[src/hdl/osc_cfg.svh]
// Oscillator configuration
`ifndef OSC_CFG_SVH
`define OSC_CFG_SVH

// --------------------
// Register bus
// --------------------

// Byte address width of the register port
`define OSC_AXI_ADDR_WIDTH 16
// Data word width, one register per word
`define OSC_AXI_DATA_WIDTH 32

// --------------------
// Oscillator widths
// --------------------

// Phase accumulator, frequency and duty cycle
`define OSC_N_BITS 24
// Signed sample width
`define OSC_AUDIO_WIDTH 24

// --------------------
// Register map
// --------------------

`define OSC_WAVEFORM_SELECT_ADDR 16'h0000
`define OSC_FREQUENCY_ADDR 16'h0004
`define OSC_DUTY_CYCLE_ADDR 16'h0008

// Reset values, the duty cycle at half the phase range
`define OSC_FREQUENCY_RST 24'h010000
`define OSC_DUTY_CYCLE_RST 24'h800000

`endif

[src/hdl/osc_pkg.sv]
// Oscillator types
package osc_pkg;

  // --------------------
  // Waveform select
  // --------------------

  // Code held in the waveform select register
  typedef enum logic [1:0] {
    OSC_SQUARE_E   = 2'd0,
    OSC_SAW_E      = 2'd1,
    OSC_TRIANGLE_E = 2'd2,
    OSC_SILENT_E   = 2'd3
  } osc_waveform_t;

  // --------------------
  // AXI response
  // --------------------

  // Two bit response code on b and r
  typedef logic [1:0] axi_resp_t;

  // Normal access
  localparam axi_resp_t AXI_RESP_OKAY = 2'b00;

  // Unknown register address
  localparam axi_resp_t AXI_RESP_SLVERR = 2'b10;

endpackage

[src/hdl/axi4_reg_if.sv]
// AXI4 register bus
`timescale 1ns/100ps
`include "osc_cfg.svh"

interface axi4_reg_if (
  input logic cif,
  input logic rst_n
);

  import osc_pkg::*;

  // Write address channel
  logic [`OSC_AXI_ADDR_WIDTH-1:0] awaddr;
  logic                           awvalid;
  logic                           awready;

  // Write data channel
  logic [`OSC_AXI_DATA_WIDTH-1:0] wdata;
  logic                           wlast;
  logic                           wvalid;
  logic                           wready;

  // Write response channel
  axi_resp_t                      bresp;
  logic                           bvalid;
  logic                           bready;

  // Read address channel, burst of arlen+1 beats
  logic [`OSC_AXI_ADDR_WIDTH-1:0] araddr;
  logic [7:0]                     arlen;
  logic                           arvalid;
  logic                           arready;

  // Read data channel
  logic [`OSC_AXI_DATA_WIDTH-1:0] rdata;
  axi_resp_t                      rresp;
  logic                           rlast;
  logic                           rvalid;
  logic                           rready;

  // Host side
  modport master (
    output awaddr, awvalid, wdata, wlast, wvalid, bready, araddr, arlen, arvalid, rready,
    input  awready, wready, bresp, bvalid, arready, rdata, rresp, rlast, rvalid
  );

  // Register block side
  modport slave (
    input  awaddr, awvalid, wdata, wlast, wvalid, bready, araddr, arlen, arvalid, rready,
    output awready, wready, bresp, bvalid, arready, rdata, rresp, rlast, rvalid
  );

  // Master keeps an address request up and stable until it is taken
  a_aw_hold: assert property (@(posedge cif) disable iff (!rst_n)
    awvalid && !awready |=> awvalid && $stable(awaddr));
  a_ar_hold: assert property (@(posedge cif) disable iff (!rst_n)
    arvalid && !arready |=> arvalid && $stable(araddr) && $stable(arlen));

endinterface

[src/hdl/osc_axi_slave.sv]
// Oscillator register block
`timescale 1ns/100ps
`include "osc_cfg.svh"

module osc_axi_slave (
  input  logic                       cif,
  input  logic                       rst_n,
  axi4_reg_if.slave                  bus,
  output osc_pkg::osc_waveform_t     waveform_select,
  output logic [`OSC_N_BITS-1:0]     frequency,
  output logic [`OSC_N_BITS-1:0]     duty_cycle
);

  import osc_pkg::*;

  // Address step between beats, one data word
  localparam logic [`OSC_AXI_ADDR_WIDTH-1:0] ADDR_STEP = `OSC_AXI_DATA_WIDTH / 8;

  // --------------------
  // Declarations
  // --------------------

  typedef enum logic [1:0] {
    WR_IDLE_E,
    WR_DATA_E,
    WR_RESP_E
  } wr_state_t;

  typedef enum logic {
    RD_IDLE_E,
    RD_DATA_E
  } rd_state_t;

  wr_state_t                      wr_state;
  logic [`OSC_AXI_ADDR_WIDTH-1:0] wr_addr;

  rd_state_t                      rd_state;
  logic [`OSC_AXI_ADDR_WIDTH-1:0] rd_addr;
  // Beats left after the current one
  logic [7:0]                     rd_count;

  // --------------------
  // Write bursts
  // --------------------

  always_ff @(posedge cif or negedge rst_n) begin
    if (!rst_n) begin
      wr_state        <= WR_IDLE_E;
      wr_addr         <= '0;
      bus.awready     <= 1'b0;
      bus.wready      <= 1'b0;
      bus.bvalid      <= 1'b0;
      bus.bresp       <= AXI_RESP_OKAY;
      waveform_select <= OSC_SQUARE_E;
      frequency       <= `OSC_FREQUENCY_RST;
      duty_cycle      <= `OSC_DUTY_CYCLE_RST;
    end else begin
      case (wr_state)
        WR_IDLE_E: begin
          // Ready one cycle after reset and whenever idle
          bus.awready <= 1'b1;
          if (bus.awvalid && bus.awready) begin
            wr_state    <= WR_DATA_E;
            wr_addr     <= bus.awaddr;
            bus.awready <= 1'b0;
            bus.wready  <= 1'b1;
            // Fresh burst starts clean
            bus.bresp   <= AXI_RESP_OKAY;
          end
        end

        WR_DATA_E: begin
          if (bus.wvalid && bus.wready) begin
            wr_addr <= wr_addr + ADDR_STEP;
            case (wr_addr)
              `OSC_WAVEFORM_SELECT_ADDR: begin
                waveform_select <= osc_waveform_t'(bus.wdata[1:0]);
              end
              `OSC_FREQUENCY_ADDR: begin
                frequency <= bus.wdata[`OSC_N_BITS-1:0];
              end
              `OSC_DUTY_CYCLE_ADDR: begin
                duty_cycle <= bus.wdata[`OSC_N_BITS-1:0];
              end
              default: begin
                // Sticky for the rest of the burst
                bus.bresp <= AXI_RESP_SLVERR;
              end
            endcase
            // Last beat closes the data phase
            if (bus.wlast) begin
              wr_state   <= WR_RESP_E;
              bus.wready <= 1'b0;
              bus.bvalid <= 1'b1;
            end
          end
        end

        WR_RESP_E: begin
          // Wait here as long as bready stays low
          if (bus.bvalid && bus.bready) begin
            wr_state    <= WR_IDLE_E;
            bus.bvalid  <= 1'b0;
            bus.awready <= 1'b1;
          end
        end

        default: begin
          wr_state <= WR_IDLE_E;
        end
      endcase
    end
  end

  // --------------------
  // Read bursts
  // --------------------

  // Final beat once the count runs out
  assign bus.rlast = (rd_count == '0);

  always_ff @(posedge cif or negedge rst_n) begin
    if (!rst_n) begin
      rd_state    <= RD_IDLE_E;
      rd_addr     <= '0;
      rd_count    <= '0;
      bus.arready <= 1'b0;
      bus.rvalid  <= 1'b0;
    end else begin
      case (rd_state)
        RD_IDLE_E: begin
          bus.arready <= 1'b1;
          if (bus.arvalid && bus.arready) begin
            rd_state    <= RD_DATA_E;
            rd_addr     <= bus.araddr;
            rd_count    <= bus.arlen;
            bus.arready <= 1'b0;
            bus.rvalid  <= 1'b1;
          end
        end

        RD_DATA_E: begin
          // Position moves only on an accepted beat
          if (bus.rvalid && bus.rready) begin
            if (bus.rlast) begin
              rd_state    <= RD_IDLE_E;
              bus.rvalid  <= 1'b0;
              bus.arready <= 1'b1;
            end else begin
              rd_addr  <= rd_addr + ADDR_STEP;
              rd_count <= rd_count - 8'd1;
            end
          end
        end

        default: begin
          rd_state <= RD_IDLE_E;
        end
      endcase
    end
  end

  // Read data follows the current address
  always_comb begin
    bus.rdata = '0;
    bus.rresp = AXI_RESP_OKAY;
    case (rd_addr)
      `OSC_WAVEFORM_SELECT_ADDR: begin
        bus.rdata[1:0] = waveform_select;
      end
      `OSC_FREQUENCY_ADDR: begin
        bus.rdata[`OSC_N_BITS-1:0] = frequency;
      end
      `OSC_DUTY_CYCLE_ADDR: begin
        bus.rdata[`OSC_N_BITS-1:0] = duty_cycle;
      end
      default: begin
        bus.rresp = AXI_RESP_SLVERR;
      end
    endcase
  end

  // --------------------
  // Assertions
  // --------------------

  // Response held until the host takes it
  a_bvalid_hold: assert property (@(posedge cif) disable iff (!rst_n)
    bus.bvalid && !bus.bready |=> bus.bvalid);

  // Read data never overlaps a new address accept
  a_rvalid_rise: assert property (@(posedge cif) disable iff (!rst_n)
    $rose(bus.rvalid) |-> !bus.arready);

  // Data phase and response phase are exclusive
  a_w_b_excl: assert property (@(posedge cif) disable iff (!rst_n)
    !(bus.wready && bus.bvalid));

endmodule

[src/hdl/osc_core.sv]
// Oscillator core
`timescale 1ns/100ps
`include "osc_cfg.svh"

module osc_core (
  input  logic                               cif,
  input  logic                               rst_n,
  input  logic                               sample_tick,
  input  osc_pkg::osc_waveform_t             waveform_select,
  input  logic [`OSC_N_BITS-1:0]             frequency,
  input  logic [`OSC_N_BITS-1:0]             duty_cycle,
  output logic signed [`OSC_AUDIO_WIDTH-1:0] audio_out,
  output logic                               audio_valid
);

  import osc_pkg::*;

  localparam int A = `OSC_AUDIO_WIDTH;

  // Full scale sample levels
  localparam logic [A-1:0] MAX_POS = {1'b0, {(A-1){1'b1}}};
  localparam logic [A-1:0] MAX_NEG = {1'b1, {(A-1){1'b0}}};

  // --------------------
  // Declarations
  // --------------------

  logic [`OSC_N_BITS-1:0] phase;

  // Upper phase bits at sample width
  logic [A-1:0]           phase_top;
  // Triangle folding steps
  logic [A-1:0]           tri_fold;
  logic [A-1:0]           tri_twice;
  logic [A-1:0]           shaped;

  // --------------------
  // Waveform shaping
  // --------------------

  assign phase_top = phase[`OSC_N_BITS-1 -: A];

  // Second half of the cycle mirrors the first
  assign tri_fold  = phase_top[A-1] ? ~phase_top : phase_top;
  assign tri_twice = {tri_fold[A-2:0], 1'b0};

  always_comb begin
    case (waveform_select)
      OSC_SQUARE_E: begin
        // High part set by the duty cycle
        shaped = (phase < duty_cycle) ? MAX_POS : MAX_NEG;
      end
      OSC_SAW_E: begin
        // Offset binary to two's complement
        shaped = {~phase_top[A-1], phase_top[A-2:0]};
      end
      OSC_TRIANGLE_E: begin
        shaped = {~tri_twice[A-1], tri_twice[A-2:0]};
      end
      default: begin
        shaped = '0;
      end
    endcase
  end

  // --------------------
  // Accumulator and output
  // --------------------

  always_ff @(posedge cif or negedge rst_n) begin
    if (!rst_n) begin
      phase       <= '0;
      audio_out   <= '0;
      audio_valid <= 1'b0;
    end else begin
      // Strobe for the cycle after each tick
      audio_valid <= sample_tick;
      if (sample_tick) begin
        // Wraps modulo 2^N
        phase     <= phase + frequency;
        audio_out <= signed'(shaped);
      end
    end
  end

  // A sample only follows a tick
  a_valid_after_tick: assert property (@(posedge cif) disable iff (!rst_n)
    audio_valid |-> $past(sample_tick));

endmodule

[src/hdl/osc_top.sv]
// Oscillator top level
`timescale 1ns/100ps
`include "osc_cfg.svh"

module osc_top (
  input  logic                               cif,
  input  logic                               rst_n,
  // Write address
  input  logic [`OSC_AXI_ADDR_WIDTH-1:0]     awaddr,
  input  logic                               awvalid,
  output logic                               awready,
  // Write data
  input  logic [`OSC_AXI_DATA_WIDTH-1:0]     wdata,
  input  logic                               wlast,
  input  logic                               wvalid,
  output logic                               wready,
  // Write response
  output osc_pkg::axi_resp_t                 bresp,
  output logic                               bvalid,
  input  logic                               bready,
  // Read address
  input  logic [`OSC_AXI_ADDR_WIDTH-1:0]     araddr,
  input  logic [7:0]                         arlen,
  input  logic                               arvalid,
  output logic                               arready,
  // Read data
  output logic [`OSC_AXI_DATA_WIDTH-1:0]     rdata,
  output osc_pkg::axi_resp_t                 rresp,
  output logic                               rlast,
  output logic                               rvalid,
  input  logic                               rready,
  // Audio
  input  logic                               sample_tick,
  output logic signed [`OSC_AUDIO_WIDTH-1:0] audio_out,
  output logic                               audio_valid
);

  import osc_pkg::*;

  // Control registers to the core
  osc_waveform_t          waveform_select;
  logic [`OSC_N_BITS-1:0] frequency;
  logic [`OSC_N_BITS-1:0] duty_cycle;

  axi4_reg_if reg_bus (.cif(cif), .rst_n(rst_n));

  // --------------------
  // Host side of the bus
  // --------------------

  assign reg_bus.awaddr  = awaddr;
  assign reg_bus.awvalid = awvalid;
  assign reg_bus.wdata   = wdata;
  assign reg_bus.wlast   = wlast;
  assign reg_bus.wvalid  = wvalid;
  assign reg_bus.bready  = bready;
  assign reg_bus.araddr  = araddr;
  assign reg_bus.arlen   = arlen;
  assign reg_bus.arvalid = arvalid;
  assign reg_bus.rready  = rready;

  assign awready = reg_bus.awready;
  assign wready  = reg_bus.wready;
  assign bresp   = reg_bus.bresp;
  assign bvalid  = reg_bus.bvalid;
  assign arready = reg_bus.arready;
  assign rdata   = reg_bus.rdata;
  assign rresp   = reg_bus.rresp;
  assign rlast   = reg_bus.rlast;
  assign rvalid  = reg_bus.rvalid;

  osc_axi_slave i_osc_axi_slave (
    .cif             (cif),
    .rst_n           (rst_n),
    .bus             (reg_bus.slave),
    .waveform_select (waveform_select),
    .frequency       (frequency),
    .duty_cycle      (duty_cycle)
  );

  osc_core i_osc_core (
    .cif             (cif),
    .rst_n           (rst_n),
    .sample_tick     (sample_tick),
    .waveform_select (waveform_select),
    .frequency       (frequency),
    .duty_cycle      (duty_cycle),
    .audio_out       (audio_out),
    .audio_valid     (audio_valid)
  );

endmodule

[config.mk]
export PLATFORM = sky130hd
export DESIGN_NAME = osc_top
export DESIGN_NICKNAME = d
export VERILOG_FILES = /design/src/hdl/osc_pkg.sv /design/src/hdl/axi4_reg_if.sv /design/src/hdl/osc_axi_slave.sv /design/src/hdl/osc_core.sv /design/src/hdl/osc_top.sv
export VERILOG_INCLUDE_DIRS = /design/src /design/src/hdl
export SDC_FILE = /design/constraint.sdc
export NUM_CORES = 1
export LEC_CHECK = 0
export ABC_AREA = 1
export BUFFER_PORTS_ARGS = -buffer_cell sky130_fd_sc_hd__buf_4
export CAP_MARGIN = 20
export CORE_UTILIZATION = 55
export CTS_CLUSTER_SIZE = 28
export DETAILED_ROUTE_END_ITERATION = 6
export HOLD_SLACK_MARGIN = 0.08
export PLACE_DENSITY = 0.86
export SLEW_MARGIN = 20
export SYNTH_ARGS = -nofsm -noshare
export SYNTH_HDL_FRONTEND = slang
export SYNTH_SLANG_ARGS = --single-unit
export TNS_END_PERCENT = 20
[constraint.sdc]
create_clock -name cif -period 5.3 [get_ports cif]
set_input_delay 0.53 -clock cif [delete_from_list [all_inputs] [get_ports cif]]
set_output_delay 0.53 -clock cif [all_outputs]
set_load 0.05 [all_outputs]
==> out/results.ini, run 1 <==
[run_status]
outcome = complete, no violations

[drt]
via_per_inst = 5.39
routed_wl_um = 24800
via_count = 9285
drtIter0Drc = 636
first_pass_iters = 5
drt.antenna.violating_nets = 0
wl_per_cell_um = 14.4
drc_errors = 0

[die]
rows = 48
fp.dieH_um = 136
ioPinCount = 148
dieArea_um2 = 18500
start_util_pct = 56.6
core_area_um2 = 17400
dieWidth_um = 136

[setup_path]
worstPathCellList = inv_1 -> nand4_1 -> nor3_2 -> nand3_1 -> o21ai_0 -> buf_4
critPathArrivalTime_ns = 2.91
cpMaxStageDelayCell = nand3_1
setup.worst_path.end_class = output port
worstSetupStartpointType = flip-flop
path_max_fanout = 25
crit_type = flip-flop to output port
crit_required_ns = 4.77
max_stage_delay_ns = 0.67

[synthesis]
yosysUniqueCellTypes = 50
synth_edf_count = 0
yosysTopAreaCell = dfrtp_1
synthTopCellsByArea = dfrtp_1 37%, nand2_1 17%, ha_1 7.1%
synth_top_cells_by_count = 437 x nand2_1, 184 x inv_1, 146 x dfrtp_1, 105 x o21ai_0, 75 x nor2_1
ys_seq_area_share_pct = 37.6
synthCells = 1377
yosys_warnings = 0
async_flop_share_pct = 100
yosysMostFrequentCell = nand2_1
syn_area_um2 = 9860
netlist.area_leader.share_pct = 37.1
avgSynthCellArea_um2 = 7.16
ys.flop_type = dfrtp_1
synth-seq-cells = 148

[placement]
post-place-ws_ns = 2.36
port_buffers = 129
dp_hpwl_um = 18500
place.gp.congestion = 0.954

[layout]
nFillCells = 1513
finish.net_count = 1622
regArea_um2 = 3710
diodes = 0
layout-drive-gt1-share_pct = 14.3
area_delta_synth_final_pct = 16.6
utilization_pct = 66.0
multi_input_area_um2 = 5170

[clocking]
cts_resized = 0
cts_made_buffers = 17
htreeDepth = 4
clock_path_buffers = 2
path_clk_slew_ns = 0.07
cts.sinks = 148
cts_tree = yes
post_cts_buffers = 0
clkLatencyLatePin_ns = 0.43
cts_hold_buf = 0
clock-root-buffer = clkbuf_16

[sta]
skew_ns = 0.00951
drv_slew = 0
max_freq_ghz = 0.290
final.min_clock_period_ns = 3.44
tns_ns = 0
timing.final.ws_setup_ns = 1.86
setup_viol_count_final = 0
hold-worst-slack_ns = 0.148
worstMarginPinSlew_ns = 0.910
slew_headroom_pct = 39.3
post-route-period-util_pct = 65.0
rsz0062_at_grt = false
finalHoldViolCount = 0

[global_routing]
grt-busiest-layer = met2
met2_usage_pct = 43.7
use_met1_pct = 38.9
grt_start_max_net_pins = 92
use_met3_pct = 4.62
grt_usage_pct = 27.9
grt_first_pass_wirelength_um = 40500
grt_pass1_vias = 8588
antenna_found_initial = 0
overflow = 0

[job]
max_cap_viol_count = 0

[min_path]
min_path_type = primary input to asynchronous set/reset pin

[pwr]
p_leak_nw = 5.92
ir_worst_vdd_mv = 0.284
finalPower_mw = 4.73
cellPowerDensity_nw_per_um2 = 411

[critical path: cells and delay by family (launching register included)]
| family | cells | cell delay (ns) |
|---|---|---|
| AND/OR/NAND/NOR | 3 | 1.04 |
| buffers and inverters | 2 | 0.43 |
| flip-flops | 1 | 0.43 |
| AO/OA/AOI/OAI | 1 | 0.58 |
[per-stage QoR]
| step | instances | cell area (um2) |
|---|---|---|
| after detailed placement | 1690 | 10900 |
| final | 1722 | 11500 |
| after floorplan | 1386 | 9890 |
| after CTS | 1722 | 11500 |
| after global placement | 1690 | 10900 |
| after global routing | 1722 | 11500 |
[cells in the final DEF (no fill, tap or decap), types with 3 or more instances in the layout]
cell type,count
nand3_1,53
o21ai_0,105
nor3_1,13
conb_1,10
o21ai_2,4
nand4_1,26
a21oi_1,53
a31oi_1,6
inv_1,184
nor2_1,75
dfrtp_1,146
o211ai_1,4
and2_1,3
nor4_1,3
xnor2_1,11
clkbuf_16,17
a22oi_1,3
inv_6,4
xor2_1,10
buf_4,133
or2_2,27
a32o_1,18
o22ai_1,16
ha_1,56
o21ai_1,37
bufinv_16,3
clkinvlp_4,4
nand2_1,437
[power breakdown]
group	total [mW]	switching [mW]	internal, mW
clock network	1.27	0.499	0.773
registers	1.63	0.222	1.41
logic	1.83	1.25	0.584
total	4.73	1.97	2.77
[final cells by class]
cell class,count,share of cell area [%]
inverters,188,6.16
repair buffers,134,8.78
well taps,225,2.45
clock buffers,19,3.94
flip-flops and latches,148,32.2
multi-input cells,995,44.9
clock inverters,13,1.50
[cell families (layout without fill, tap and decap cells)]
kind of cell               after synthesis  after routing  synth area share (%)
other                                    1             10                0.0380
and+or+nand+nor                        654            654                  28.3
buffers and inverters                  243            354                  10.3
xor gates and xnor gates                21             21                  1.87
AOI/OAI and AO/OA                      253            253                  14.6
DFF                                    148            148                  37.6
adders and majority gates               57             57                  7.31
[worst paths after layout]
check                                          startpoint  slack, ns                          end  cells after the start
min                                                 rst_n       0.15  i_osc_axi_slave.wr_addr[12]                      1
max                            i_osc_axi_slave.rd_addr[6]       1.86                    rdata[13]                      6
max reg2reg                i_osc_axi_slave.duty_cycle[23]       2.72     i_osc_core.audio_out[14]                     13
min reg2reg                    i_osc_axi_slave.wr_addr[0]       0.48   i_osc_axi_slave.wr_addr[0]                      2
min in group cif                                awaddr[0]       0.30   i_osc_axi_slave.wr_addr[0]                      3
max in group asynchronous                           rst_n       3.83   i_osc_axi_slave.rd_addr[5]                      2
[state kept, by name (all words and copies together), names as in the netlist, 2 cells and up]
signal	cells
i_osc_axi_slave.frequency	24
i_osc_axi_slave.waveform_select	2
i_osc_core.phase	24
i_osc_core.audio_out	24
i_osc_axi_slave.duty_cycle	24
i_osc_axi_slave.rd_count	8
i_osc_axi_slave.wr_addr	16
i_osc_axi_slave.wr_state	2
i_osc_axi_slave.rd_addr	16
[metal layers]
layer  wire length, um  share of wire (%)
met5                 0                  0
met4               504                2.0
met3              1810                7.3
met2             11100                 45
met1             11500                 46
(Power assumes the default switching activity.)
==> run 2: changes to the inputs <==
--- a/config.mk
+++ b/config.mk
@@ -9,11 +9,11 @@
 export ABC_AREA = 1
 export BUFFER_PORTS_ARGS = -buffer_cell sky130_fd_sc_hd__buf_4
 export CAP_MARGIN = 20
-export CORE_UTILIZATION = 55
+export CORE_UTILIZATION = 53
 export CTS_CLUSTER_SIZE = 28
 export DETAILED_ROUTE_END_ITERATION = 6
 export HOLD_SLACK_MARGIN = 0.08
-export PLACE_DENSITY = 0.86
+export PLACE_DENSITY = 0.87
 export SLEW_MARGIN = 20
 export SYNTH_ARGS = -nofsm -noshare
 export SYNTH_HDL_FRONTEND = slang
==> constraint.sdc (replaced) <==
create_clock -name cif -period 2.8 [get_ports cif]
set_input_delay 0.28 -clock cif [delete_from_list [all_inputs] [get_ports cif]]
set_output_delay 0.28 -clock cif [all_outputs]
set_load 0.05 [all_outputs]
==> run 2 against run 1 <==
Net effect:
- the flow now finishes with violations (DRC)
- sequential cell count unchanged
- global-route usage increased by 0.14 points
- power increased by 89%
- clock-buffer cell count unchanged
- wire length increased by 4.2%
- sequential power increased by 90%
- critical path depth increased by 3
- combinational power increased by 92%
- final area increased by 0.89%
- first-iteration DRC count increased by 15%
- critical path type unchanged
==> out/results.ini, run 2 (synthesized netlist as in run 1, its figures left out) <==
[clocking]
clock-root-buffer = clkbuf_16
path_clk_slew_ns = 0.06
htreeDepth = 4
cts_tree = yes
post_cts_buffers = 0
cts_hold_buf = 6
cts_made_buffers = 17
clock_path_buffers = 2
cts.sinks = 148
clkLatencyLatePin_ns = 0.43
cts_resized = 0

[placement]
postPlaceCellArea_um2 = 11000
port_buffers = 129
place.gp.congestion = 0.972
dp_hpwl_um = 19100
post-place-ws_ns = 0.616
place_inst = 1702

[sta]
hold-worst-slack_ns = 0.0976
skew_ns = 0.00982
final.min_clock_period_ns = 2.64
rsz0062_at_grt = false
timing.final.ws_setup_ns = 0.162
slew_headroom_pct = 41.6
worstMarginPinSlew_ns = 0.875
tns_ns = 0
drv_slew = 0
post-route-period-util_pct = 94.2
max_freq_ghz = 0.379
setup_viol_count_final = 0
finalHoldViolCount = 0

[run_status]
violations = DRC
outcome = finished with violations

[drt]
drtIter0Drc = 733
first_pass_iters = 7
drc_errors = 15
drt.antenna.violating_nets = 0
routed_wl_um = 25900
via_per_inst = 5.47
wl_per_cell_um = 14.9
via_count = 9505

[die]
rows = 49
start_util_pct = 54.5
dieWidth_um = 138
dieArea_um2 = 19200
core_area_um2 = 18100
fp.dieH_um = 138
ioPinCount = 148

[pwr]
finalPower_mw = 8.93
seq_power_share_pct = 34.7
switching_power_mw = 3.74
combinationalPowerShare_pct = 39.3
power_switching_share_pct = 41.8
p_leak_nw = 5.98
ir_worst_vdd_mv = 0.598
cellPowerDensity_nw_per_um2 = 770
p_int_mw = 5.20
clockPowerShare_pct = 26.0

[global_routing]
antenna_found_initial = 0
grt_start_max_net_pins = 71
grt_pass1_vias = 8844
grt_usage_pct = 28.1
overflow = 0
grt_first_pass_wirelength_um = 43100

[layout]
regArea_um2 = 3710
layout-drive-gt1-share_pct = 14.5
diodes = 0
nFillCells = 1575
layout_commonest_cell = nand2_1
finish.net_count = 1636
utilization_pct = 64.2
layout_common_cells = 437 x nand2_1, 184 x inv_1, 146 x dfrtp_1, 140 x buf_4, 105 x o21ai_0
multi_input_area_um2 = 5170
design_area_um2 = 11600
area_delta_synth_final_pct = 17.7
instances_no_fill = 1739

[setup_path]
crit_type = flip-flop to output port
worstSetupStartpointType = flip-flop
path_buf_inv = 4
cpLargestDelayFamily = buffers and inverters
critPathArrivalTime_ns = 2.36
path_max_fanout = 24
setup.worst_path.end_class = output port
cp-startpoint = i_osc_axi_slave.rd_addr[11]
r2r_slack_ns = 0.55
rr_startpoint = i_osc_axi_slave.frequency[0]
worstPathCellList = inv_1 -> nand4_1 -> nor2_1 -> nand3_1 -> inv_1 -> buf_4 -> nand2_1 -> o21ai_0 -> buf_4
max_stage_delay_ns = 0.42
crit_required_ns = 2.52
cpMaxStageDelayCell = dfrtp_1

[min_path]
hold_start = arlen[6]
min_path_type = primary input to flip-flop

[job]
max_cap_viol_count = 0

-- run 2: power groups by stage --
stage	clock network [mW]	logic, mW	registers [mW]
2_1_floorplan	0	1.96	3.67
3_3_place_gp	0	3.37	3.09
3_5_place_dp	0	3.47	3.12
4_1_cts	2.35	3.49	3.09
5_1_grt	2.44	3.89	3.18
6_report	2.32	3.51	3.10
-- run 2: per-layer routing --
layer	GRT usage, %	part of all wire (%)
met5	0	0
met4	10.6	2.6
met3	5.23	7.3
met2	44.0	46
met1	38.6	45
-- run 2: layout make-up --
cell class	instances	share of cell area, %
clock buffer	19	3.73
inverter	188	6.10
clock inverter	12	1.36
multi-input combinational	995	44.5
sequential	148	31.9
timing repair buffer	148	9.85
tap	229	2.47
-- run 2: worst paths after layout --
kind                                            endpoint  cells after the start
min reg2reg                   i_osc_axi_slave.wr_addr[1]                      2
min                          i_osc_axi_slave.rd_count[6]                      3
max                                            rdata[11]                      9
max reg2reg                         i_osc_core.phase[16]                     13
min in group asynchronous    i_osc_axi_slave.bus.arready                      2
max in group asynchronous  i_osc_axi_slave.frequency[16]                      3
-- run 2: worst min-delay path: cells and delay by family --
family | cells | cell delay, ns
AOI/OAI and AO/OA | 2 | 0.14
buffers and inverters | 1 | 0.08
